### src/common/axi_mem_cfg.svh
`ifndef AXI_MEM_CFG_SVH
`define AXI_MEM_CFG_SVH

// ------------------------------------------------------------
// Bus geometry
// ------------------------------------------------------------

`define AXI_ADDR_W 32  // Byte address
`define AXI_DATA_W 64
`define AXI_STRB_W 8   // One strobe per data byte

// ------------------------------------------------------------
// Backing store
// ------------------------------------------------------------

// Number of data-width words, power of two
`define MEM_DEPTH 4096

`endif
### src/common/mem_pkg.sv
`include "axi_mem_cfg.svh"

package mem_pkg;

  localparam int unsigned IDX_W   = $clog2(`MEM_DEPTH);
  localparam int unsigned IDX_LSB = $clog2(`AXI_STRB_W);  // Byte offset bits in an address

  typedef logic [IDX_W-1:0]       mem_idx_t;
  typedef logic [`AXI_DATA_W-1:0] mem_word_t;

  // ------------------------------------------------------------
  // Write port request
  // ------------------------------------------------------------

  typedef struct packed {
    logic                   en;
    mem_idx_t               idx;
    mem_word_t              data;
    logic [`AXI_STRB_W-1:0] strb;
  } mem_wreq_t;

endpackage

### src/common/axi_pkg.sv
`include "axi_mem_cfg.svh"

package axi_pkg;

  // ------------------------------------------------------------
  // Field types
  // ------------------------------------------------------------

  typedef logic [`AXI_ADDR_W-1:0] axi_addr_t;
  typedef logic [`AXI_DATA_W-1:0] axi_data_t;
  typedef logic [`AXI_STRB_W-1:0] axi_strb_t;
  typedef logic [7:0]             axi_len_t;   // Beats minus one
  typedef logic [2:0]             axi_size_t;  // Log2 of bytes per beat
  typedef logic [1:0]             axi_resp_t;

  typedef enum logic [1:0] {
    BURST_FIXED = 2'b00,
    BURST_INCR  = 2'b01,
    BURST_WRAP  = 2'b10
  } axi_burst_e;

  localparam axi_resp_t RESP_OKAY = 2'b00;

  // ------------------------------------------------------------
  // Channel payloads
  // ------------------------------------------------------------

  // Shared by AR and AW
  typedef struct packed {
    axi_addr_t  addr;
    axi_len_t   len;
    axi_size_t  size;
    axi_burst_e burst;
  } axi_ar_t;

  typedef struct packed {
    axi_data_t data;
    axi_resp_t resp;
    logic      last;
  } axi_r_t;

  typedef struct packed {
    axi_data_t data;
    axi_strb_t strb;
    logic      last;
  } axi_w_t;

  typedef struct packed {
    axi_resp_t resp;
  } axi_b_t;

endpackage

### src/axi_mem/axi_mem_wr.sv
`timescale 1ns/100ps

module axi_mem_wr
  import axi_pkg::*;
  import mem_pkg::*;
(
  input  logic      clk,
  input  logic      rstn,

  input  axi_ar_t   aw,
  input  logic      aw_valid,
  output logic      aw_ready,

  input  axi_w_t    w,
  input  logic      w_valid,
  output logic      w_ready,

  output axi_b_t    b,
  output logic      b_valid,
  input  logic      b_ready,

  output mem_wreq_t wreq
);

  logic      aw_held;  // Address waiting for its data
  logic      w_held;   // Data waiting for its address
  axi_addr_t addr_q;
  axi_data_t data_q;
  axi_strb_t strb_q;

  logic      b_pend;
  logic      aw_hs;
  logic      w_hs;
  logic      wr_fire;
  axi_addr_t addr_sel;

  // ------------------------------------------------------------
  // Pairing
  // ------------------------------------------------------------

  assign b_pend   = b_valid & ~b_ready;  // Response not yet taken
  assign aw_ready = ~aw_held & ~b_pend;
  assign w_ready  = ~w_held & ~b_pend;

  assign aw_hs    = aw_valid & aw_ready;
  assign w_hs     = w_valid & w_ready;
  assign wr_fire  = (aw_hs | aw_held) & (w_hs | w_held) & ~b_pend;
  assign addr_sel = aw_held ? addr_q : aw.addr;

  always_comb begin
    wreq.en   = wr_fire;
    wreq.idx  = addr_sel[IDX_LSB +: IDX_W];
    wreq.data = w_held ? data_q : w.data;
    wreq.strb = w_held ? strb_q : w.strb;
  end

  // ------------------------------------------------------------
  // Latches and response
  // ------------------------------------------------------------

  always_ff @(posedge clk) begin
    if (rstn) begin
      aw_held <= 1'b0;
      w_held  <= 1'b0;
      b_valid <= 1'b0;
    end else begin
      if (aw_hs && !wr_fire) begin
        aw_held <= 1'b1;
        addr_q  <= aw.addr;
      end
      if (w_hs && !wr_fire) begin
        w_held <= 1'b1;
        data_q <= w.data;
        strb_q <= w.strb;
      end
      if (wr_fire) begin
        aw_held <= 1'b0;
        w_held  <= 1'b0;
        b_valid <= 1'b1;  // Wins over a same-cycle B handshake
      end else if (b_valid && b_ready) begin
        b_valid <= 1'b0;
      end
    end
  end

  assign b = '{resp: RESP_OKAY};

endmodule

### config.mk
export PLATFORM = sky130hd
export DESIGN_NAME = axi_mem_wr
export DESIGN_NICKNAME = d
export VERILOG_FILES = /design/src/common/mem_pkg.sv /design/src/common/axi_pkg.sv /design/src/axi_mem/axi_mem_wr.sv
export VERILOG_INCLUDE_DIRS = /design/src /design/src/common
export SDC_FILE = /design/constraint.sdc
export NUM_CORES = 1
export LEC_CHECK = 0
export BUFFER_PORTS_ARGS = -buffer_cell sky130_fd_sc_hd__buf_2
export CORE_MARGIN = 4
export CORE_UTILIZATION = 44
export CTS_BUF_LIST = sky130_fd_sc_hd__clkbuf_4 sky130_fd_sc_hd__clkbuf_8 sky130_fd_sc_hd__clkbuf_16
export DETAILED_ROUTE_END_ITERATION = 16
export GPL_TIMING_DRIVEN = 0
export PLACE_DENSITY = 0.84
export SYNTH_ARGS = -nofsm -noshare
export SYNTH_HDL_FRONTEND = slang
export SYNTH_SLANG_ARGS = --single-unit
### constraint.sdc
create_clock -name clk -period 6.1 [get_ports clk]
set_input_delay 0.305 -clock clk [delete_from_list [all_inputs] [get_ports clk]]
set_output_delay 0.305 -clock clk [all_outputs]
set_load 0.1 [all_outputs]
* Word level (Yosys, flattened, before mapping)
Cells that the tools add are included.
Operators by class: bitwise gates (word level) 14, mux-type cells 5, reduce and logical (&&, ||, !) cells 8
Operator list (number):
- $mux W64 | 1
- $mux W15 | 1
- $mux W8 | 1
- $and A1 B1 Y1 | 7
- $not A1 Y1 | 5
- $reduce_and A2 Y1 | 2
- $logic_and A1 B1 Y1 | 3
- $mux W1 | 2
- $or A1 B1 Y1 | 2
- $reduce_bool A2 Y1 | 1
- $reduce_or A2 Y1 | 1
- $logic_not A1 Y1 | 1
Storage, ports and cells: register bits 90, input port bits 123, output and inout port bits 90

* Longest topological paths before layout
word-level depth 11, gate-level depth with buffers 6

* Least setup slack after synthesis
No wires, ideal clock.
kind register to register, from register b_valid, to register data_q[0], enable pin, path buffers 0, cell stages (with the launch flop) 4, library setup time 489 ps, arrival time 4254 ps, setup slack 1356 ps, cell sequence dfxtp_1 -> nor2b_1 -> or4_4 -> nor3b_2
Between the ends: cells in the longest elaborated chain, start to end 10, elaborated cells between the ends (all ways) 13, classes of those cells bitwise: 10; reduce/logical: 3
RTL lines:
- from (decl) | line axi_mem_wr.sv:19 | output logic b_valid,
- from (signal assigned) | line axi_mem_wr.sv:65 | b_valid <= 1'b0;
- from (signal assigned) | line axi_mem_wr.sv:79 | b_valid <= 1'b1;
- from (signal assigned) | line axi_mem_wr.sv:81 | b_valid <= 1'b0;
- $and A1 B1 Y1 * | line axi_mem_wr.sv:41 | assign b_pend = b_valid & ~b_ready;
- $not A1 Y1 * | line axi_mem_wr.sv:42, axi_mem_wr.sv:43, axi_mem_wr.sv:47
- $and A1 B1 Y1, on equally long branches | line axi_mem_wr.sv:42, axi_mem_wr.sv:43
- $and A1 B1 Y1, on equally long branches | line axi_mem_wr.sv:45, axi_mem_wr.sv:46
- $or A1 B1 Y1 | line axi_mem_wr.sv:47 | assign wr_fire = (aw_hs | aw_held) & (w_hs | w_held) & ~b_pend;
- $and A1 B1 Y1 (2 in series) | line axi_mem_wr.sv:47
- $logic_not A1 Y1 | line axi_mem_wr.sv:71 | if (w_hs && !wr_fire) begin
- $logic_and A1 B1 Y1 * | line axi_mem_wr.sv:71
- $reduce_and A2 Y1 (no line) *
- to (signal assigned) | line axi_mem_wr.sv:73 | data_q <= w.data;
- to (decl) | line axi_mem_wr.sv:28 | axi_data_t data_q;
Every way passes the cells marked *; elsewhere a longest branch is shown, timed or not. A chain may end at the register's enable or synchronous reset.

* Worst setup path after layout
from register w_held, to register data_q[37], enable pin
Between the ends: cells in the longest elaborated chain, start to end 9
RTL lines:
- from (decl) | line axi_mem_wr.sv:26 | logic w_held;
- from (signal assigned) | line axi_mem_wr.sv:64 | w_held <= 1'b0;
- from (signal assigned) | line axi_mem_wr.sv:72 | w_held <= 1'b1;
- from (signal assigned) | line axi_mem_wr.sv:78 | w_held <= 1'b0;
- $not A1 Y1 | line axi_mem_wr.sv:43 | assign w_ready = ~w_held & ~b_pend;
- $and A1 B1 Y1 | line axi_mem_wr.sv:43
- $and A1 B1 Y1 | line axi_mem_wr.sv:46 | assign w_hs = w_valid & w_ready;
- $or A1 B1 Y1 | line axi_mem_wr.sv:47
- $and A1 B1 Y1 (2 in series) | line axi_mem_wr.sv:47
- $logic_not A1 Y1 | line axi_mem_wr.sv:71
- $logic_and A1 B1 Y1 * | line axi_mem_wr.sv:71
- $reduce_and A2 Y1 (no line) *
Marked as above.

==> key figures <==
Pwr
  • Static leakage: 2.023 nW
  • Peak VDD IR: 0.0001622 V
  • Internal power: between 0.9 and 1 mW
  • Pwr Total: around 1.6 mW
  • Reg power frac: ~43%
  • Pwr Density: around 310 nW/um^2
  • Psw: ~0.64 mW
  • Clock power frac: between 20% and 30%
  • Comb pwr share: ~33%
  • Switch share: between 40% and 50%

Route
  • Vias per inst: approximately 4.8
  • Met2 WL: 4136 um
  • Wl on met1: ~3200 um
  • Routed wire length: approximately 8000 um
  • DR WL met3: between 600 and 700 um
  • Iter 0 DRT Violations: about 100
  • Post-DRT Antenna Nets: 0
  • Top Metal Used: met4
  • 1st-pass router iterations: 4
  • Wirelength per Cell: 16.04 um
  • Drt drc: 0
  • Via count: 2446

Synth
  • Unique cell type count in the Yosys netlist: 15
  • Ys async rst share: 0%
  • Avg Synthesized Cell Area: between 15 and 20 um^2
  • Most used DFF post-synth: edfxtp_1
  • Mapped Cells: 204
  • Number of synthesized flops with an enable pin: 84
  • Sequential area share after synthesis: 69.19%
  • #FFs+latches synth: 87
  • Area leader, netlist: edfxtp_1
  • Synth Cell Area: ~3700 um^2
  • Largest cells by area after synthesis: edfxtp_1 (68%), mux2_2 (25%), dfxtp_1 (1.6%)
  • Commonest cells in the synthesized netlist: edfxtp_1 (84), mux2_2 (84), buf_4 (7), nor2_1 (7), buf_2 (6)
  • Yosys warns: 0
  • Synth top area share: between 60% and 70%

GRT
  • Initial antenna violation count: 0
  • Overflow after GRT: 0
  • Largest net degree at the start of global routing: 23
  • Via count of the first global-routing pass: approximately 2.6k
  • First-pass GRT wire length: roughly 12000 um
  • Total global-route track usage: 15.71%

Layout
  • Layout Nets: between 500 and 600
  • Filler instances: 672
  • Multi-input logic area: 1066 um^2
  • N_diodes: 0
  • Register area: about 2600 um^2
  • Share of cells above drive strength 1: 73.75%
  • Synth-to-Final Area Change: 33.79%

Placement
  • I/O Buffers: about 180
  • Final Wtd Congestion: approximately 0.75
  • Detailed Place HPWL: approximately 6000 um
  • Dpl ws: between 3 and 4 ns

Die
  • Num ports: around 210
  • # rows: 33
  • Die Width: around 100 um
  • DIE AREA: 10020 um^2
  • Core ar.: between 8000 and 9000 um^2
  • Die Y: 100.1 um
  • Initial Util: 45.42%

STA
  • Fin crit period: approximately 2.5 ns
  • Max Clock Skew: 0.01669 ns
  • Slew Limit Fails: 0
  • Fin. Hold Viols: 0
  • Setup TNS: 0 ns
  • # setup viols final: 0
  • Max Fclk: 403.8 MHz
  • Period Utilization, post-route: between 40% and 50%
  • WHS: between 0.1 and 0.15 ns
  • Final setup margin: 3.624 ns
  • Least-Margin Pin Slew: between 0.9 and 1 ns
  • Slew headroom: approximately 36%
  • RSZ-0062 raised after global routing: false

Worst setup path
  • CP max stage delay: 0.71 ns
  • Critical Path RT: about 6.1 ns
  • Buf/Inv on CP: 3
  • Max FO, Critical Path: 22
  • Worst path arrival time: 2.52 ns
  • Crit Path Class: reg -> reg
  • Crit-path cells: buf_2 -> or4_4 -> nor3b_4 -> buf_16 -> buf_8
  • Crit path max-delay cell type: nor3b_4
  • Top Family by Delay on Critical Path: simple AND/OR/NAND/NOR gates
  • R2R Setup Slk: between 3 and 4 ns
  • End of the worst register-to-register path: data_q[37]
  • Crit end category: flop
  • CP startpoint kind: flop
  • R2r worst-path depth: 5
  • Worst flop-to-flop path startpoint: w_held

Min path
  • HP Start: w[41]
  • Hold depth: 1
  • HP Class: in -> reg
  • Hold Path Sink: data_q[32]

Run
  • Max-Cap Viols: 0

Status
  • Outcome: finished clean

Clock tree
  • CTS tree: yes
  • Clk sink count: between 80 and 90
  • CTS root buf: clkbuf_8
  • Clk slew on worst S/H paths: roughly 0.10 ns
  • Clk_lat worst skew: around 0.35 ns
  • Clock Path Buffers: 2
  • CTS Buf Count: 9
  • PostCTS Resize Cnt: 0
  • # hold bufs at CTS: 0
  • Htree depth: 3
  • Setup Buffers After CTS: 0
sequential cells by signal (all words and copies together), names as in the netlist:
register and flops:
w_held 1, data_q 64, addr_q 12, strb_q 8, aw_held 1, b_valid 1
placed cells by master, fill, tap and decap left out:
cell	instances
inv_8	1
clkbuf_8	9
buf_16	1
edfxtp_1	84
nor2b_1	1
nor3b_4	1
conb_1	2
nor3b_2	1
nand2b_1	1
dfxtp_1	3
buf_4	7
buf_6	1
nor3_1	2
clkinv_1	1
or4_4	1
buf_8	2
a21oi_1	3
buf_2	182
mux2_2	84
clkinv_4	3
clkinvlp_4	1
inv_6	1
nor2_1	7
o22ai_1	1
cells by family after synthesis:
| logic type | synth area share [%] |
|---|---|
| other | 0.1005 |
| buffers and inverters | 2.514 |
| DFF | 69.19 |
| and+or+nand+nor | 2.280 |
| AOI/OAI and AO/OA | 0.5699 |
| muxes | 25.34 |
final cells by class:
class	instances	share of cell area, %
clock buffer	9	2.481
tap	105	2.631
buffer	14	1.879
clock inverter	7	1.153
multi-input combinational	104	21.35
sequential	87	51.72
timing repair buffer	179	18.79
power by group through the flow:
stage / registers (mW) / logic (mW) / clock network, mW
after floorplan: 0.697 / 0.433 / 0
after global placement: 0.695 / 0.517 / 0
after detailed placement: 0.693 / 0.526 / 0
after CTS: 0.680 / 0.527 / 0.380
after global routing: 0.681 / 0.541 / 0.407
final: 0.679 / 0.525 / 0.367
how the worst max path moves through the flow:
stage | slack, ns | cells after the start | from | to
after detailed placement | 3.58 | 5 | w_held | data_q[44]
after floorplan | 1.36 | 3 | b_valid | data_q[0]
after global placement | 0.83 | 3 | w_held | data_q[39]
final | 3.62 | 5 | w_held | data_q[37]
after global routing | 3.49 | 5 | w_held | data_q[43]
after CTS | 3.56 | 5 | w_held | data_q[38]
per-stage QoR:
| step | cell area, um^2 | cells | utilization, % |
|---|---|---|---|
| after floorplan | 3736 | 205 | - |
| after global placement | 4748 | 486 | 57.79 |
| after detailed placement | 4812 | 489 | 58.57 |
| after CTS | 4994 | 505 | 60.77 |
| after global routing | 4994 | 505 | 60.77 |
| final | 4994 | 505 | 60.77 |
layer usage:
layer	vias to the layer above	global-route usage, %
li1	1175	-
met2	106	27.71
met1	1153	18.54
met3	12	3.892
met4	0	5.907
met5	-	0
No activity file was read; power rests on OpenSTA's default activity.
