File: src/common/axi_mem_cfg.svh
`ifndef AXI_MEM_CFG_SVH
`define AXI_MEM_CFG_SVH

// ------------------------------------------------------------
// Bus geometry
// ------------------------------------------------------------

`define AXI_ADDR_W 32  // Byte address
`define AXI_DATA_W 64
`define AXI_STRB_W 8   // One strobe per data byte

// ------------------------------------------------------------
// Backing store
// ------------------------------------------------------------

// Number of data-width words, power of two
`define MEM_DEPTH 4096

`endif
File: src/common/mem_pkg.sv
`include "axi_mem_cfg.svh"

package mem_pkg;

  localparam int unsigned IDX_W   = $clog2(`MEM_DEPTH);
  localparam int unsigned IDX_LSB = $clog2(`AXI_STRB_W);  // Byte offset bits in an address

  typedef logic [IDX_W-1:0]       mem_idx_t;
  typedef logic [`AXI_DATA_W-1:0] mem_word_t;

  // ------------------------------------------------------------
  // Write port request
  // ------------------------------------------------------------

  typedef struct packed {
    logic                   en;
    mem_idx_t               idx;
    mem_word_t              data;
    logic [`AXI_STRB_W-1:0] strb;
  } mem_wreq_t;

endpackage

File: src/common/axi_pkg.sv
`include "axi_mem_cfg.svh"

package axi_pkg;

  // ------------------------------------------------------------
  // Field types
  // ------------------------------------------------------------

  typedef logic [`AXI_ADDR_W-1:0] axi_addr_t;
  typedef logic [`AXI_DATA_W-1:0] axi_data_t;
  typedef logic [`AXI_STRB_W-1:0] axi_strb_t;
  typedef logic [7:0]             axi_len_t;   // Beats minus one
  typedef logic [2:0]             axi_size_t;  // Log2 of bytes per beat
  typedef logic [1:0]             axi_resp_t;

  typedef enum logic [1:0] {
    BURST_FIXED = 2'b00,
    BURST_INCR  = 2'b01,
    BURST_WRAP  = 2'b10
  } axi_burst_e;

  localparam axi_resp_t RESP_OKAY = 2'b00;

  // ------------------------------------------------------------
  // Channel payloads
  // ------------------------------------------------------------

  // Shared by AR and AW
  typedef struct packed {
    axi_addr_t  addr;
    axi_len_t   len;
    axi_size_t  size;
    axi_burst_e burst;
  } axi_ar_t;

  typedef struct packed {
    axi_data_t data;
    axi_resp_t resp;
    logic      last;
  } axi_r_t;

  typedef struct packed {
    axi_data_t data;
    axi_strb_t strb;
    logic      last;
  } axi_w_t;

  typedef struct packed {
    axi_resp_t resp;
  } axi_b_t;

endpackage

File: src/axi_mem/axi_mem_rd.sv
`timescale 1ns/100ps

module axi_mem_rd
  import axi_pkg::*;
  import mem_pkg::*;
(
  input  logic      clk,
  input  logic      rstn,

  input  axi_ar_t   ar,
  input  logic      ar_valid,
  output logic      ar_ready,

  output axi_r_t    r,
  output logic      r_valid,
  input  logic      r_ready,

  output mem_idx_t  rd_idx,
  input  mem_word_t rd_data
);

  typedef enum logic {
    RD_IDLE,
    RD_BURST
  } rd_state_e;

  rd_state_e state;
  axi_ar_t   cur;       // Address of the beat on the bus
  axi_len_t  beat_cnt;  // Beats left after the current one
  axi_addr_t next_addr;
  axi_data_t r_data;
  logic      r_last;

  // ------------------------------------------------------------
  // Beat address
  // ------------------------------------------------------------

  axi_burst_addr u_burst_addr (
    .addr      (cur.addr),
    .size      (cur.size),
    .len       (cur.len),
    .burst     (cur.burst),
    .next_addr (next_addr)
  );

  always_comb begin
    if (state == RD_IDLE) begin
      rd_idx = ar.addr[IDX_LSB +: IDX_W];  // Beat 0 straight from AR
    end else begin
      rd_idx = next_addr[IDX_LSB +: IDX_W];
    end
  end

  // ------------------------------------------------------------
  // Burst control
  // ------------------------------------------------------------

  always_ff @(posedge clk) begin
    if (rstn) begin
      state    <= RD_IDLE;
      beat_cnt <= '0;
      r_last   <= 1'b0;
    end else begin
      case (state)
        RD_IDLE: begin
          if (ar_valid) begin
            state    <= RD_BURST;
            cur      <= ar;
            beat_cnt <= ar.len;
            r_data   <= rd_data;
            r_last   <= (ar.len == '0);
          end
        end
        RD_BURST: begin
          if (r_ready) begin
            if (r_last) begin
              state  <= RD_IDLE;
              r_last <= 1'b0;
            end else begin
              cur.addr <= next_addr;
              beat_cnt <= beat_cnt - 1'b1;
              r_data   <= rd_data;
              r_last   <= (beat_cnt == 8'd1);  // Counter hits zero
            end
          end
        end
        default: state <= RD_IDLE;
      endcase
    end
  end

  assign ar_ready = (state == RD_IDLE);
  assign r_valid  = (state == RD_BURST);
  assign r        = '{data: r_data, resp: RESP_OKAY, last: r_last};

endmodule

File: src/axi_mem/axi_burst_addr.sv
`timescale 1ns/100ps

module axi_burst_addr
  import axi_pkg::*;
(
  input  axi_addr_t  addr,
  input  axi_size_t  size,
  input  axi_len_t   len,
  input  axi_burst_e burst,
  output axi_addr_t  next_addr
);

  logic [2:0] len_log2;
  logic [3:0] wrap_sh;
  axi_addr_t  incr_addr;
  axi_addr_t  wrap_mask;

  // Legal wrap lengths only, others give a zero-beat block
  always_comb begin
    case (len)
      8'd1:    len_log2 = 3'd1;
      8'd3:    len_log2 = 3'd2;
      8'd7:    len_log2 = 3'd3;
      8'd15:   len_log2 = 3'd4;
      default: len_log2 = 3'd0;
    endcase
  end

  assign wrap_sh   = {1'b0, size} + {1'b0, len_log2};
  assign incr_addr = addr + (axi_addr_t'(1) << size);
  assign wrap_mask = (axi_addr_t'(1) << wrap_sh) - axi_addr_t'(1);  // Bytes inside the block

  always_comb begin
    case (burst)
      BURST_INCR: next_addr = incr_addr;
      // With len_log2 zero the mask only covers bits below size, so addr is kept
      BURST_WRAP: next_addr = (addr & ~wrap_mask) | (incr_addr & wrap_mask);
      default:    next_addr = addr;
    endcase
  end

endmodule

File: config.mk
export PLATFORM = sky130hd
export DESIGN_NAME = axi_mem_rd
export DESIGN_NICKNAME = d
export VERILOG_FILES = /design/src/common/mem_pkg.sv /design/src/common/axi_pkg.sv /design/src/axi_mem/axi_mem_rd.sv /design/src/axi_mem/axi_burst_addr.sv
export VERILOG_INCLUDE_DIRS = /design/src /design/src/common
export SDC_FILE = /design/constraint.sdc
export NUM_CORES = 1
export LEC_CHECK = 0
export BUFFER_PORTS_ARGS = -buffer_cell sky130_fd_sc_hd__buf_4
export CORE_MARGIN = 1
export CORE_UTILIZATION = 24
export DETAILED_ROUTE_END_ITERATION = 12
export SYNTH_ARGS = -nofsm -noshare
export SYNTH_HDL_FRONTEND = slang
export SYNTH_SLANG_ARGS = --single-unit
File: constraint.sdc
create_clock -name clk -period 5.5 [get_ports clk]
set_input_delay 1.1 -clock clk [delete_from_list [all_inputs] [get_ports clk]]
set_output_delay 1.1 -clock clk [all_outputs]
set_load 0.03 [all_outputs]
# --- After elaboration in Yosys (flattened, before gate mapping) ---
# Index checks and enable logic that the tools add are counted.
word_totals:
  register_bits: 119
  latchBits: 0
  ram_bits: 0
  mem_bits_ro: 0
  input_bits: 113
  memories: 0
op_classes:
  n_addsub: 4
  mul: 0
  n_div: 0
  magnitude_cmp: 0
  eq_ne: 11
  shift: 2
  mux: 23
  n_bitwise: 6
  reduce_logical: 6
ops:
  columns: ["cell", "n"]
  rows:
  - ["$mux 64", 3]
  - ["$pmux 32 s2", 2]
  - ["$pmux 64 s2", 1]
  - ["$and 32x32->32", 2]
  - ["$mux 32", 2]
  - ["$mux 45", 1]
  - ["$add 32x32->32", 1]
  - ["$not 32->32", 1]
  - ["$or 32x32->32", 1]
  - ["$shl 1x3->32 const A", 1]
  - ["$shl 1x4->32 const A", 1]
  - ["$sub 32x1->32 const B", 1]
  - ["$mux 8", 3]
  - ["$eq 8x1->1 const B", 2]
  - ["$pmux 8 s2", 1]
  - ["$mux 12", 1]
  - ["$pmux 3 s4", 1]
  - ["$eq 8x2->1 const B", 1]
  - ["$eq 8x3->1 const B", 1]
  - ["$eq 8x4->1 const B", 1]
  - ["$logic_not 8->1", 1]
  - ["$sub 8x1->8 const B", 1]
  - ["$mux 1", 6]
  - ["$ne 2x2->1 const B", 3]
  - ["10 further kinds", 13]

# --- Longest topological paths before layout ---
# Gate-level depths: netlist of the first run.
depth:
  ltp_word: 12
  ltp_mapped: 18
  depth_no_buf: 17

# --- Cells and area by module ---
# From an unflattened synthesis of the first run, not the netlist that was laid out.
hier_totals:
  cells_unflattened: 573
  area_unflattened_um2: 6439.9
by_module_without_submodules:
  columns: ["mod", "instances", "cells_each", "area_per_inst_um2"]
  rows:
  - ["axi_mem_rd", 1, 254, 4391.7]
  - ["axi_burst_addr", 1, 319, 2048.2]

# --- Least setup slack after synthesis of the first run ---
# Ideal clock, no wire load.
synth_path:
  path_type: "register to output"
  start: "reg cur[10] (netlist bit)"
  end: "out rd_idx[3]"
  arrival_time_ps: 4562
  setup_slack_ps: -162
  stages_incl_launch_ff: 18
  n_path_buf: 1
  path_cell_list: "edfxtp_1 > nor4_1 > nand2_1 > nor3_1 > ha_1 > inv_1 > fa_1 > and2b_1 > a21oi_1 > or2_2 > or3_1 > ha_1 > clkbuf_1 > nor2_1 > and3_1 > a221oi_2 > and4b_1 > nor4_1"
synth_via:
  elab_chain_cells: 10
  elab_cells_between_ends: 14
  classes_between: "add/sub (2); eq/ne (4); shift (1); mux (3); bitwise (4)"
synth_lines:
  columns: ["element", "line_no", "text"]
  rows:
  - ["start: declaration", "axi_mem_rd.sv:28", "axi_ar_t cur;"]
  - ["start signal: assignment", "axi_mem_rd.sv:68", "cur <= ar;"]
  - ["$eq 8x4->1, or another cell as far along", "axi_burst_addr.sv:20", "case (len)"]
  - ["$pmux 3 s4 *", "axi_burst_addr.sv:20", null]
  - ["$add 3x3->4 *", "axi_burst_addr.sv:29", "assign wrap_sh = {1'b0, size} + {1'b0, len_log2};"]
  - ["$shl 1x4->32 *", "axi_burst_addr.sv:31", "assign wrap_mask = (axi_addr_t'(1) << wrap_sh) - axi_addr_t'(1);"]
  - ["$sub 32x1->32 *", "axi_burst_addr.sv:31", null]
  - ["$not 32->32", "axi_burst_addr.sv:37", "BURST_WRAP: next_addr = (addr & ~wrap_mask) | (incr_addr & wrap_mask);"]
  - ["$and 32x32->32", "axi_burst_addr.sv:37", null]
  - ["$or 32x32->32 *", "axi_burst_addr.sv:37", null]
  - ["$pmux 32 s2 *", "axi_burst_addr.sv:34", "case (burst)"]
  - ["$mux 12 *", "axi_mem_rd.sv:47", "if (state == RD_IDLE) begin"]
  - ["end: declaration", "axi_mem_rd.sv:18", "output mem_idx_t rd_idx,"]
# Every way passes the cells marked *; elsewhere a longest branch is shown, timed or not.

# --- Worst setup path in the final report of the first run ---
layout_path:
  start: "reg cur[11] (netlist bit)"
  end: "out rd_idx[9]"
# Same word-level chain as after synthesis.

==> results.py, run 1 <==
metrics = {
    "outcome": {
        "outcome": "completed",
    },
    "cells_and_area": {
        "n_antenna_cell": 0,
        "area_growth_pct": 41.5,
        "final_cells": 913,
        "fillers": 2167,
        "fin_area_um2": 7250,
        "drive_above_1_share_pct": 37.3,
        "final_nets": 764,
    },
    "hold_path": {
        "holdCritStartpoint": "beat_cnt[1]",
        "min_path_type": "reg -> reg",
    },
    "drt": {
        "wl_per_cell_um": 16.6,
        "post-route-drc-count": 0,
        "ant_nets": 0,
        "totalWireLength_um": 15200,
        "vias": 4393,
        "dr.pass1.iters": 5,
        "dr.first_iter.drc_count": 305,
        "vias_per_cell": 4.81,
    },
    "synthesis": {
        "synth-seq-cells": 102,
        "synth.mux.area_fraction_pct": 0.781,
        "yosys-top-cells-count": "edfxtp_1 (92), nor2_1 (41), nand2_1 (37), a21oi_1 (26), o21ai_0 (25)",
        "synth.avg_cell_area_um2": 11.4,
        "synth_edf_count": 92,
        "seq_area_frac_synth_pct": 57.8,
        "synthFlopType": "edfxtp_1",
        "synthSimpleGateAreaFrac_pct": 14.9,
        "synth.area.top_cells": "edfxtp_1 (54%), dfxtp_1 (3.9%), ha_1 (3.9%)",
        "synth_warnings": 0,
        "syn_area_um2": 5130,
        "synth_compound_area_share_pct": 17.2,
        "synth_top_area_cell": "edfxtp_1",
        "synth_top_family_by_area": "compound AO/OA/AOI/OAI gates",
        "synth-async-reset-ratio_pct": 0,
        "synth_fa_ha_area_share_pct": 4.69,
        "post-synth-top-count-cell": "edfxtp_1",
        "synth_cell_types": 68,
        "synthCells": 451,
        "synth_xor_area_share_pct": 1.68,
        "synth_top_area_share_pct": 53.9,
    },
    "worst_setup_path": {
        "startpoint": "cur[11]",
        "critPathMaxFanout": 5,
        "reg2reg_from": "cur[11]",
        "arrival_ns": 4.21,
        "start_kind": "flop",
        "path_class": "reg -> out",
        "end_kind": "output port",
        "cp.required_ns": 4.40,
    },
    "power_and_ir_drop": {
        "netSwitchingFraction_pct": 27.8,
        "p_per_area_nw_per_um2": 271,
        "p_comb_share_pct": 19.4,
        "intPower_uw": 1420,
        "leakagePower_uw": 0.00289,
        "peakVddDrop_mv": 0.181,
        "p_clk_share_pct": 33.5,
        "netSwitchingPower_uw": 546,
        "seqPwrFrac_pct": 47.1,
    },
    "clock_network": {
        "clkTransAtPathRegs_ns": 0.07,
        "clk_path_buf_depth": 2,
        "cts-root-buf": "clkbuf_16",
        "cts_made_buffers": 9,
        "cts_tree": "built",
        "ctsHtreeMaxLevel": 3,
        "clk_latency_ns": 0.35,
        "cts_sinks": 102,
        "hold_buffers": 0,
    },
    "placed_design": {
        "place_area_um2": 6760,
        "dp_slack_ns": 0.0749,
        "io_buffers": 174,
        "place_inst": 890,
        "post-dp-hpwl_um": 11400,
        "gp_congestion": 0.849,
    },
    "sta": {
        "setup_slack_ns": 0.191,
        "fin_crit_sh_pct": 96.5,
        "worst_slew_pin_slew_ns": 1.12,
        "max_slew_margin_pct": 24.8,
        "finClkSkew_ns": 0.00878,
        "tns_ns": 0,
        "maxClockFrequency_mhz": 188,
        "grt_setup_unrepaired": "true",
        "finalHoldViolCount": 0,
        "period_needed_ns": 5.31,
        "setup_violations": 0,
        "final_max_slew_viol_count": 0,
    },
    "global_route": {
        "grt_max_degree": 36,
        "grt_pass1_vias": 4248,
        "grt_overflow": 0,
        "grt_usage_pct": 13.6,
        "grt_pass1_wl_um": 22600,
        "antenna_found_initial": 0,
    },
    "floorplan": {
        "core_area_um2": 21000,
        "dieArea_um2": 21900,
        "rows": 53,
        "pin_count": 194,
        "die_y_um": 148,
        "die_x_um": 148,
        "initial_core_util_pct": 24.5,
    },
    "flow_run": {
        "cap_violations": 0,
    },
}
[per-stage QoR]
step | hold WS (ns) | power (uW) | util, %
5_1_grt | 0.574 | 2040 | 34.6
2_1_floorplan | 0.481 | 1150 | -
4_1_cts | 0.525 | 1980 | 33.9
6_report | 0.521 | 1970 | 34.6
3_3_place_gp | 0.503 | 1310 | 32.3
3_5_place_dp | 0.514 | 1310 | 32.3
[sequential cells by signal, summed over array words and instances, names as in the netlist]
register / cells
cur: 28
beat_cnt: 8
r_last: 1
r_data: 64
r_valid: 1
[logic make-up (layout without fill, tap and decap cells)]
| kind of cell | count (synthesis) | count (layout) |
|---|---|---|
| simple gates | 153 | 153 |
| flops | 102 | 102 |
| fa+ha+maj | 18 | 18 |
| buf+inv | 34 | 220 |
| xor+xnor | 9 | 9 |
| compound gates | 130 | 130 |
| other cells | 1 | 2 |
| mux | 4 | 4 |
[path summary, 6_finish.rpt]
kind	to	slack, ns	depth (start not counted)
max reg2reg	cur[25]	1.43	17
min reg2reg	beat_cnt[1]	0.52	2
max	rd_idx[9]	0.19	17
min	beat_cnt[1]	0.52	2
[power by group through the flow]
stage	sequential, uW	combinational (uW)	clock (uW)
after CTS	925	374	679
after floorplan	987	167	0
after detailed placement	942	371	0
final	926	381	658
after global placement	941	367	0
after global routing	932	410	702
[critical path, cell delays in order, from the launching register on]
cell and delay, ns:
edfxtp_1 0.38, nor4_2 0.27, nand2_1 0.13, nor3_2 0.15
ha_2 0.23, inv_2 0.04, fa_2 0.35, and2b_1 0.21
a21oi_2 0.06, or2_4 0.23, or3_4 0.39, ha_4 0.19
nor2_4 0.16, nand2_2 0.07, a211o_1 0.30, and3b_1 0.18
a311o_1 0.31, buf_4 0.18
[cell type report]
cell class,instances,area (um^2),share of cell area (%)
multi-input combinational,316,2160,29.8
inverter,15,56.3,0.776
clock buffer,13,283,3.90
timing repair buffer,189,1420,19.6
tap,275,344,4.74
sequential,102,2960,40.9
clock inverter,3,22.5,0.311
[what timing repair did]
action                     4_1_cts  5_1_grt
pin swaps                        0       17
setup endpoints to repair        6        6
resized for setup                8       25
setup buffers                    0        7
hold endpoints to repair         0        0
[placed cells by master, fill, tap and decap left out, drive strengths merged, types with 8 or more instances in the layout]
cell type	n
o21ai	28
ha	16
o211ai	9
nand2	37
nor2	41
clkbuf	13
nand3	17
edfxtp	92
buf	189
nor3	9
a21oi	26
inv	17
a31oi	8
dfxtp	10
a211oi	9
[per-layer routing]
layer	track usage, %	share of wire (%)	up-vias	routed length (um)
met4	4.18	1.6	0	250
met1	15.8	39	2087	5970
li1	-	-	2086	-
met5	0	0	-	0
met2	23.4	51	200	7750
met3	4.79	8.0	20	1220
Power figures use the tool's default switching activity.
==> inputs of run 2 (changes only) <==
--- a/config.mk
+++ b/config.mk
@@ -10,6 +10,8 @@
 export CORE_MARGIN = 1
 export CORE_UTILIZATION = 24
 export DETAILED_ROUTE_END_ITERATION = 12
+export GPL_TIMING_DRIVEN = 0
+export SETUP_SLACK_MARGIN = 0.2
 export SYNTH_ARGS = -nofsm -noshare
 export SYNTH_HDL_FRONTEND = slang
 export SYNTH_SLANG_ARGS = --single-unit
==> results.py, run 2 (synthesis gave the netlist of run 1 again) <==
metrics = {
    "placed_design": {
        "place_inst": 903,
        "post-dp-hpwl_um": 11800,
        "io_buffers": 174,
        "gp_congestion": 0.866,
    },
    "cells_and_area": {
        "fin_util_pct": 35.2,
        "final_nets": 783,
        "reg_top3": "r_data (64), cur (28), beat_cnt (8)",
        "final_cells": 931,
        "layout_common_cells": "buf_4 (185), edfxtp_1 (92), nor2_1 (39)",
        "n_antenna_cell": 0,
        "largest_reg_flops": 64,
        "layout_commonest_cell": "buf_4",
        "drive_above_1_share_pct": 37.2,
        "area_growth_pct": 43.8,
        "top_register": "r_data",
    },
    "sta": {
        "max_slew_margin_pct": 22.1,
        "grt_setup_unrepaired": "true",
        "period_needed_ns": 5.41,
        "finClkSkew_ns": 0.0155,
        "final_max_slew_viol_count": 0,
        "worst_slew_pin_slew_ns": 1.16,
        "maxClockFrequency_mhz": 185,
        "finalHoldViolCount": 0,
        "setup_violations": 0,
        "fin_crit_sh_pct": 98.3,
    },
    "worst_setup_path": {
        "reg2reg_from": "cur[9]",
        "path_class": "reg -> out",
        "end_kind": "output port",
        "rrSetupSlack_ns": 1.18,
        "cp_slowest_stage_delay_ns": 0.39,
        "critPathMaxFanout": 6,
        "startpoint": "cur[9]",
        "r2r_cells": 19,
        "path_delay_family": "simple AND/OR/NAND/NOR gates",
        "arrival_ns": 4.31,
        "crit_path_end": "rd_idx[9]",
        "critPathSlowestCell": "edfxtp_1",
        "crit_chain": "nor4_2 > nand2_1 > nor3_4 > ha_2 > inv_2 > fa_2 > and2b_1 > a21oi_2 > or2_4 > or3_4 > ha_4 > buf_8 > nor2_4 > nand2_2 > a211o_1 > and3b_1 > a311o_1 > buf_6",
        "worst-path-stages": 18,
        "cp.required_ns": 4.40,
        "start_kind": "flop",
        "path_buf_inv": 3,
        "r2r-end": "cur[25]",
    },
    "clock_network": {
        "cts_sinks": 102,
        "cts_tree": "built",
        "cts_made_buffers": 9,
        "clk_latency_ns": 0.36,
        "clk_path_buf_depth": 2,
        "clkTransAtPathRegs_ns": 0.07,
        "ctsHtreeMaxLevel": 3,
        "cts-root-buf": "clkbuf_16",
    },
    "drt": {
        "post-route-drc-count": 0,
        "vias": 4466,
        "totalWireLength_um": 15900,
        "dr.pass1.iters": 5,
        "dr.first_iter.drc_count": 333,
        "wl_per_cell_um": 17.1,
        "vias_per_cell": 4.80,
        "ant_nets": 0,
    },
    "global_route": {
        "grt_max_degree": 34,
        "grt_pass1_wl_um": 24100,
        "grt_overflow": 0,
        "grt_usage_pct": 14.5,
        "grt_pass1_vias": 4378,
        "antenna_found_initial": 0,
    },
    "floorplan": {
        "dieArea_um2": 21900,
        "initial_core_util_pct": 24.5,
        "pin_count": 194,
        "die_x_um": 148,
        "core_area_um2": 21000,
        "die_y_um": 148,
        "rows": 53,
    },
    "power_and_ir_drop": {
        "p_per_area_nw_per_um2": 264,
        "peakVddDrop_mv": 0.198,
        "leakagePower_uw": 0.00294,
    },
    "outcome": {
        "outcome": "completed",
    },
    "flow_run": {
        "cap_violations": 0,
    },
    "hold_path": {
        "min_path_type": "reg -> reg",
    },
}
## run 2: what timing repair did
item / in CTS / in global routing
hold buffers: 0 / 0
buffers inserted: 8 / 5
endpoints found under the setup margin: 6 / 6
gates cloned: 0 / 0
pin swaps: 14 / 13
resized for setup: 26 / 14
## run 2: power by group
part	switching (uW)	internal [uW]
Combinational	234	164
Clock	313	314
Sequential	26.6	897
## run 2: per-stage QoR
step	hold slack [ns]	setup slack, ns	total power, uW	area [um^2]	setup TNS (ns)
global placement	0.505	-1.97	1320	6790	-150.72
CTS	0.520	0.0796	1960	7280	0
global route	0.539	-0.119	2030	7370	-0.490
detailed placement	0.510	-0.356	1320	6840	-1.38
floorplan	0.481	0.165	1150	5140	0
finish	0.517	0.0931	1950	7370	0
## run 2: worst min-delay path by stage
stage,startpoint,depth (start not counted),slack (ns),end
floorplan,beat_cnt[0],2,0.48,beat_cnt[0]
global placement,beat_cnt[1],2,0.50,beat_cnt[1]
detailed placement,beat_cnt[1],2,0.51,beat_cnt[1]
CTS,beat_cnt[1],2,0.52,beat_cnt[1]
global route,beat_cnt[1],2,0.54,beat_cnt[1]
finish,beat_cnt[1],2,0.52,beat_cnt[1]
## run 2: final cells by class
| class | instances | area, um^2 |
|---|---|---|
| clock buffers | 9 | 225 |
| clock inverters | 6 | 56.3 |
| plain buffers | 19 | 104 |
| fillers | 2168 | 13600 |
| repair buffers | 189 | 1460 |
| multi-input cells | 316 | 2160 |
| inverters | 15 | 56.3 |
| well taps | 275 | 344 |
| flip-flops and latches | 102 | 2960 |
## run 2: worst register-to-register path, cell delays in order (launching register included)
cell and delay, ns:
edfxtp_1 0.39, nor4_2 0.26, nand2_1 0.13, nor3_4 0.23, ha_2 0.22, inv_2 0.04, fa_2 0.35, and2b_1 0.21
a21oi_2 0.06, or2_4 0.23, or3_4 0.35, ha_4 0.17, buf_8 0.13, nor2_4 0.12, nand2_2 0.08, a211o_1 0.32
and3b_1 0.17, a311o_1 0.36, buf_4 0.15, nor2b_4 0.11
## run 2: layer usage
layer  global-route usage (%)  vias to the layer above  part of all wire [%]
li1                         -                     2130                     -
met1                     17.9                     2115                    42
met2                     23.3                      199                    48
met3                     5.03                       22                   8.7
met4                     5.52                        0                   2.0
met5                        0                        -                     0
==> inputs of run 3 (changes only) <==
--- a/config.mk
+++ b/config.mk
@@ -14,4 +14,5 @@
 export SETUP_SLACK_MARGIN = 0.2
 export SYNTH_ARGS = -nofsm -noshare
 export SYNTH_HDL_FRONTEND = slang
+export SYNTH_HIERARCHICAL = 1
 export SYNTH_SLANG_ARGS = --single-unit
==> results.py, run 3 <==
metrics = {
    "cells_and_area": {
        "top_register": "r_data",
        "layout_common_cells": "buf_4 (191), edfxtp_1 (92), a21oi_1 (32)",
        "layout_commonest_cell": "buf_4",
        "fin_util_pct": 35.3,
        "multi_input_area_um2": 2140,
        "n_antenna_cell": 0,
        "drive_above_1_share_pct": 41.1,
        "final_nets": 766,
        "largest_reg_flops": 64,
        "fillers": 2126,
        "area_growth_pct": 43.9,
        "ff_latch_area_um2": 2960,
        "final_cells": 915,
        "reg_top3": "r_data (64), cur (28), beat_cnt (8)",
    },
    "worst_setup_path": {
        "cp.required_ns": 4.40,
        "end_kind": "output port",
        "start_kind": "flop",
        "worst-path-stages": 16,
        "cp_slowest_stage_delay_ns": 0.44,
        "critPathMaxFanout": 5,
        "rrSetupSlack_ns": 1.32,
        "crit_chain": "xor2_1 > nor3_2 > ha_2 > inv_2 > fa_2 > nor3b_4 > a21oi_2 > or3_4 > ha_4 > or2_4 > or4_4 > o21ai_4 > o31ai_2 > a21bo_1 > mux2_4 > buf_6",
        "path_buf_inv": 2,
        "r2r_cells": 17,
        "reg2reg_from": "cur[6]",
        "path_delay_family": "simple AND/OR/NAND/NOR gates",
        "path_class": "reg -> out",
        "r2r-end": "cur[19]",
        "critPathSlowestCell": "or4_4",
        "arrival_ns": 4.17,
    },
    "power_and_ir_drop": {
        "seqPwrFrac_pct": 45.3,
        "intPower_uw": 1470,
        "p_clk_share_pct": 35.8,
        "peakVddDrop_mv": 0.159,
        "leakagePower_uw": 0.00297,
        "p_per_area_nw_per_um2": 273,
        "netSwitchingPower_uw": 558,
        "p_comb_share_pct": 18.9,
        "netSwitchingFraction_pct": 27.5,
    },
    "sta": {
        "maxClockFrequency_mhz": 190,
        "max_slew_margin_pct": 29.9,
        "setup_slack_ns": 0.232,
        "period_needed_ns": 5.27,
        "tns_ns": 0,
        "worst_slew_pin_slew_ns": 1.05,
        "final_max_slew_viol_count": 0,
        "grt_setup_unrepaired": "true",
        "setup_violations": 0,
        "finalHoldViolCount": 0,
        "fin_crit_sh_pct": 95.8,
        "finClkSkew_ns": 0.0116,
    },
    "flow_run": {
        "cap_violations": 0,
    },
    "floorplan": {
        "die_x_um": 149,
        "die_y_um": 149,
        "rows": 53,
        "core_area_um2": 21100,
        "dieArea_um2": 22100,
        "pin_count": 194,
        "initial_core_util_pct": 24.5,
    },
    "hold_path": {
        "hold_depth": 2,
        "holdCritStartpoint": "beat_cnt[7]",
        "hold_path_end": "beat_cnt[7]",
        "min_path_type": "reg -> reg",
    },
    "global_route": {
        "grt_max_degree": 36,
        "grt_pass1_vias": 4113,
        "antenna_found_initial": 0,
        "grt_pass1_wl_um": 21700,
        "grt_overflow": 0,
        "grt_usage_pct": 12.8,
    },
    "placed_design": {
        "io_buffers": 174,
        "place_inst": 887,
        "gp_congestion": 0.827,
        "post-dp-hpwl_um": 10700,
        "dp_slack_ns": 0.0138,
    },
    "clock_network": {
        "cts_sinks": 102,
        "clkTransAtPathRegs_ns": 0.07,
        "ctsHtreeMaxLevel": 3,
        "cts-root-buf": "clkbuf_16",
        "clk_path_buf_depth": 2,
        "clk_latency_ns": 0.36,
        "cts_tree": "built",
        "hold_buffers": 0,
        "cts_made_buffers": 9,
    },
    "synthesis": {
        "synthCells": 435,
        "synth_warnings": 6,
        "synth.avg_cell_area_um2": 11.9,
        "syn_area_um2": 5170,
    },
    "drt": {
        "post-route-drc-count": 0,
        "vias": 4154,
        "totalWireLength_um": 14200,
        "vias_per_cell": 4.54,
        "dr.pass1.iters": 4,
        "ant_nets": 0,
        "dr.first_iter.drc_count": 229,
        "wl_per_cell_um": 15.5,
    },
    "outcome": {
        "outcome": "completed",
    },
}
[run 3: cell type report]
class,count,area share (%)
Clock inverter,7,1.53
Multi-Input combinational cell,289,28.8
Timing Repair Buffer,188,19.4
Buffer,29,1.97
Tap cell,275,4.63
Sequential cell,102,39.8
Clock buffer,9,3.03
Inverter,16,0.807
[run 3: routing by layer]
layer	up-vias	wire length [um]	global-route usage (%)
met5	-	0	0
li1	2045	-	-
met2	136	7000	21.5
met4	0	163	3.83
met3	10	1270	4.68
met1	1963	5750	15.3
[run 3: stage by stage]
step	total power [uW]	hold slack (ns)	cell area (um^2)
floorplan	1160	0.455	5170
global placement	1310	0.467	6820
detailed placement	1310	0.473	6870
CTS	2050	0.484	7310
global route	2110	0.533	7440
finish	2030	0.485	7440
[run 3: power by group through the flow]
stage / Combinational [uW] / Clock [uW] / Sequential, uW
after global placement: 363 / 0 / 943
final: 384 / 727 / 921
after floorplan: 168 / 0 / 987
after global routing: 416 / 768 / 927
after detailed placement: 372 / 0 / 938
after CTS: 377 / 749 / 921
[run 3: worst min-delay path, stage by stage, from the launching register on]
cell and delay (ns):
dfxtp_1 0.31, o21ai_1 0.07, a21oi_1 0.06
[run 3: worst max path at each step]
stage            start         end  slack [ns]
6_report        cur[6]   rd_idx[3]        0.23
5_1_grt         cur[6]   rd_idx[3]        0.06
4_1_cts        cur[11]   rd_idx[7]        0.23
3_5_place_dp   cur[10]   rd_idx[3]        0.01
3_3_place_gp   r_ready  r_data[52]       -1.64
2_1_floorplan  r_ready     cur[13]        0.22
[run 3: what timing repair did]
| action | 4_1_cts | 5_1_grt |
|---|---|---|
| cloned | 0 | 0 |
| setup endpoints to repair | 6 | 6 |
| pin swaps | 6 | 13 |
| buffers inserted | 7 | 5 |
| gates resized for setup | 16 | 25 |
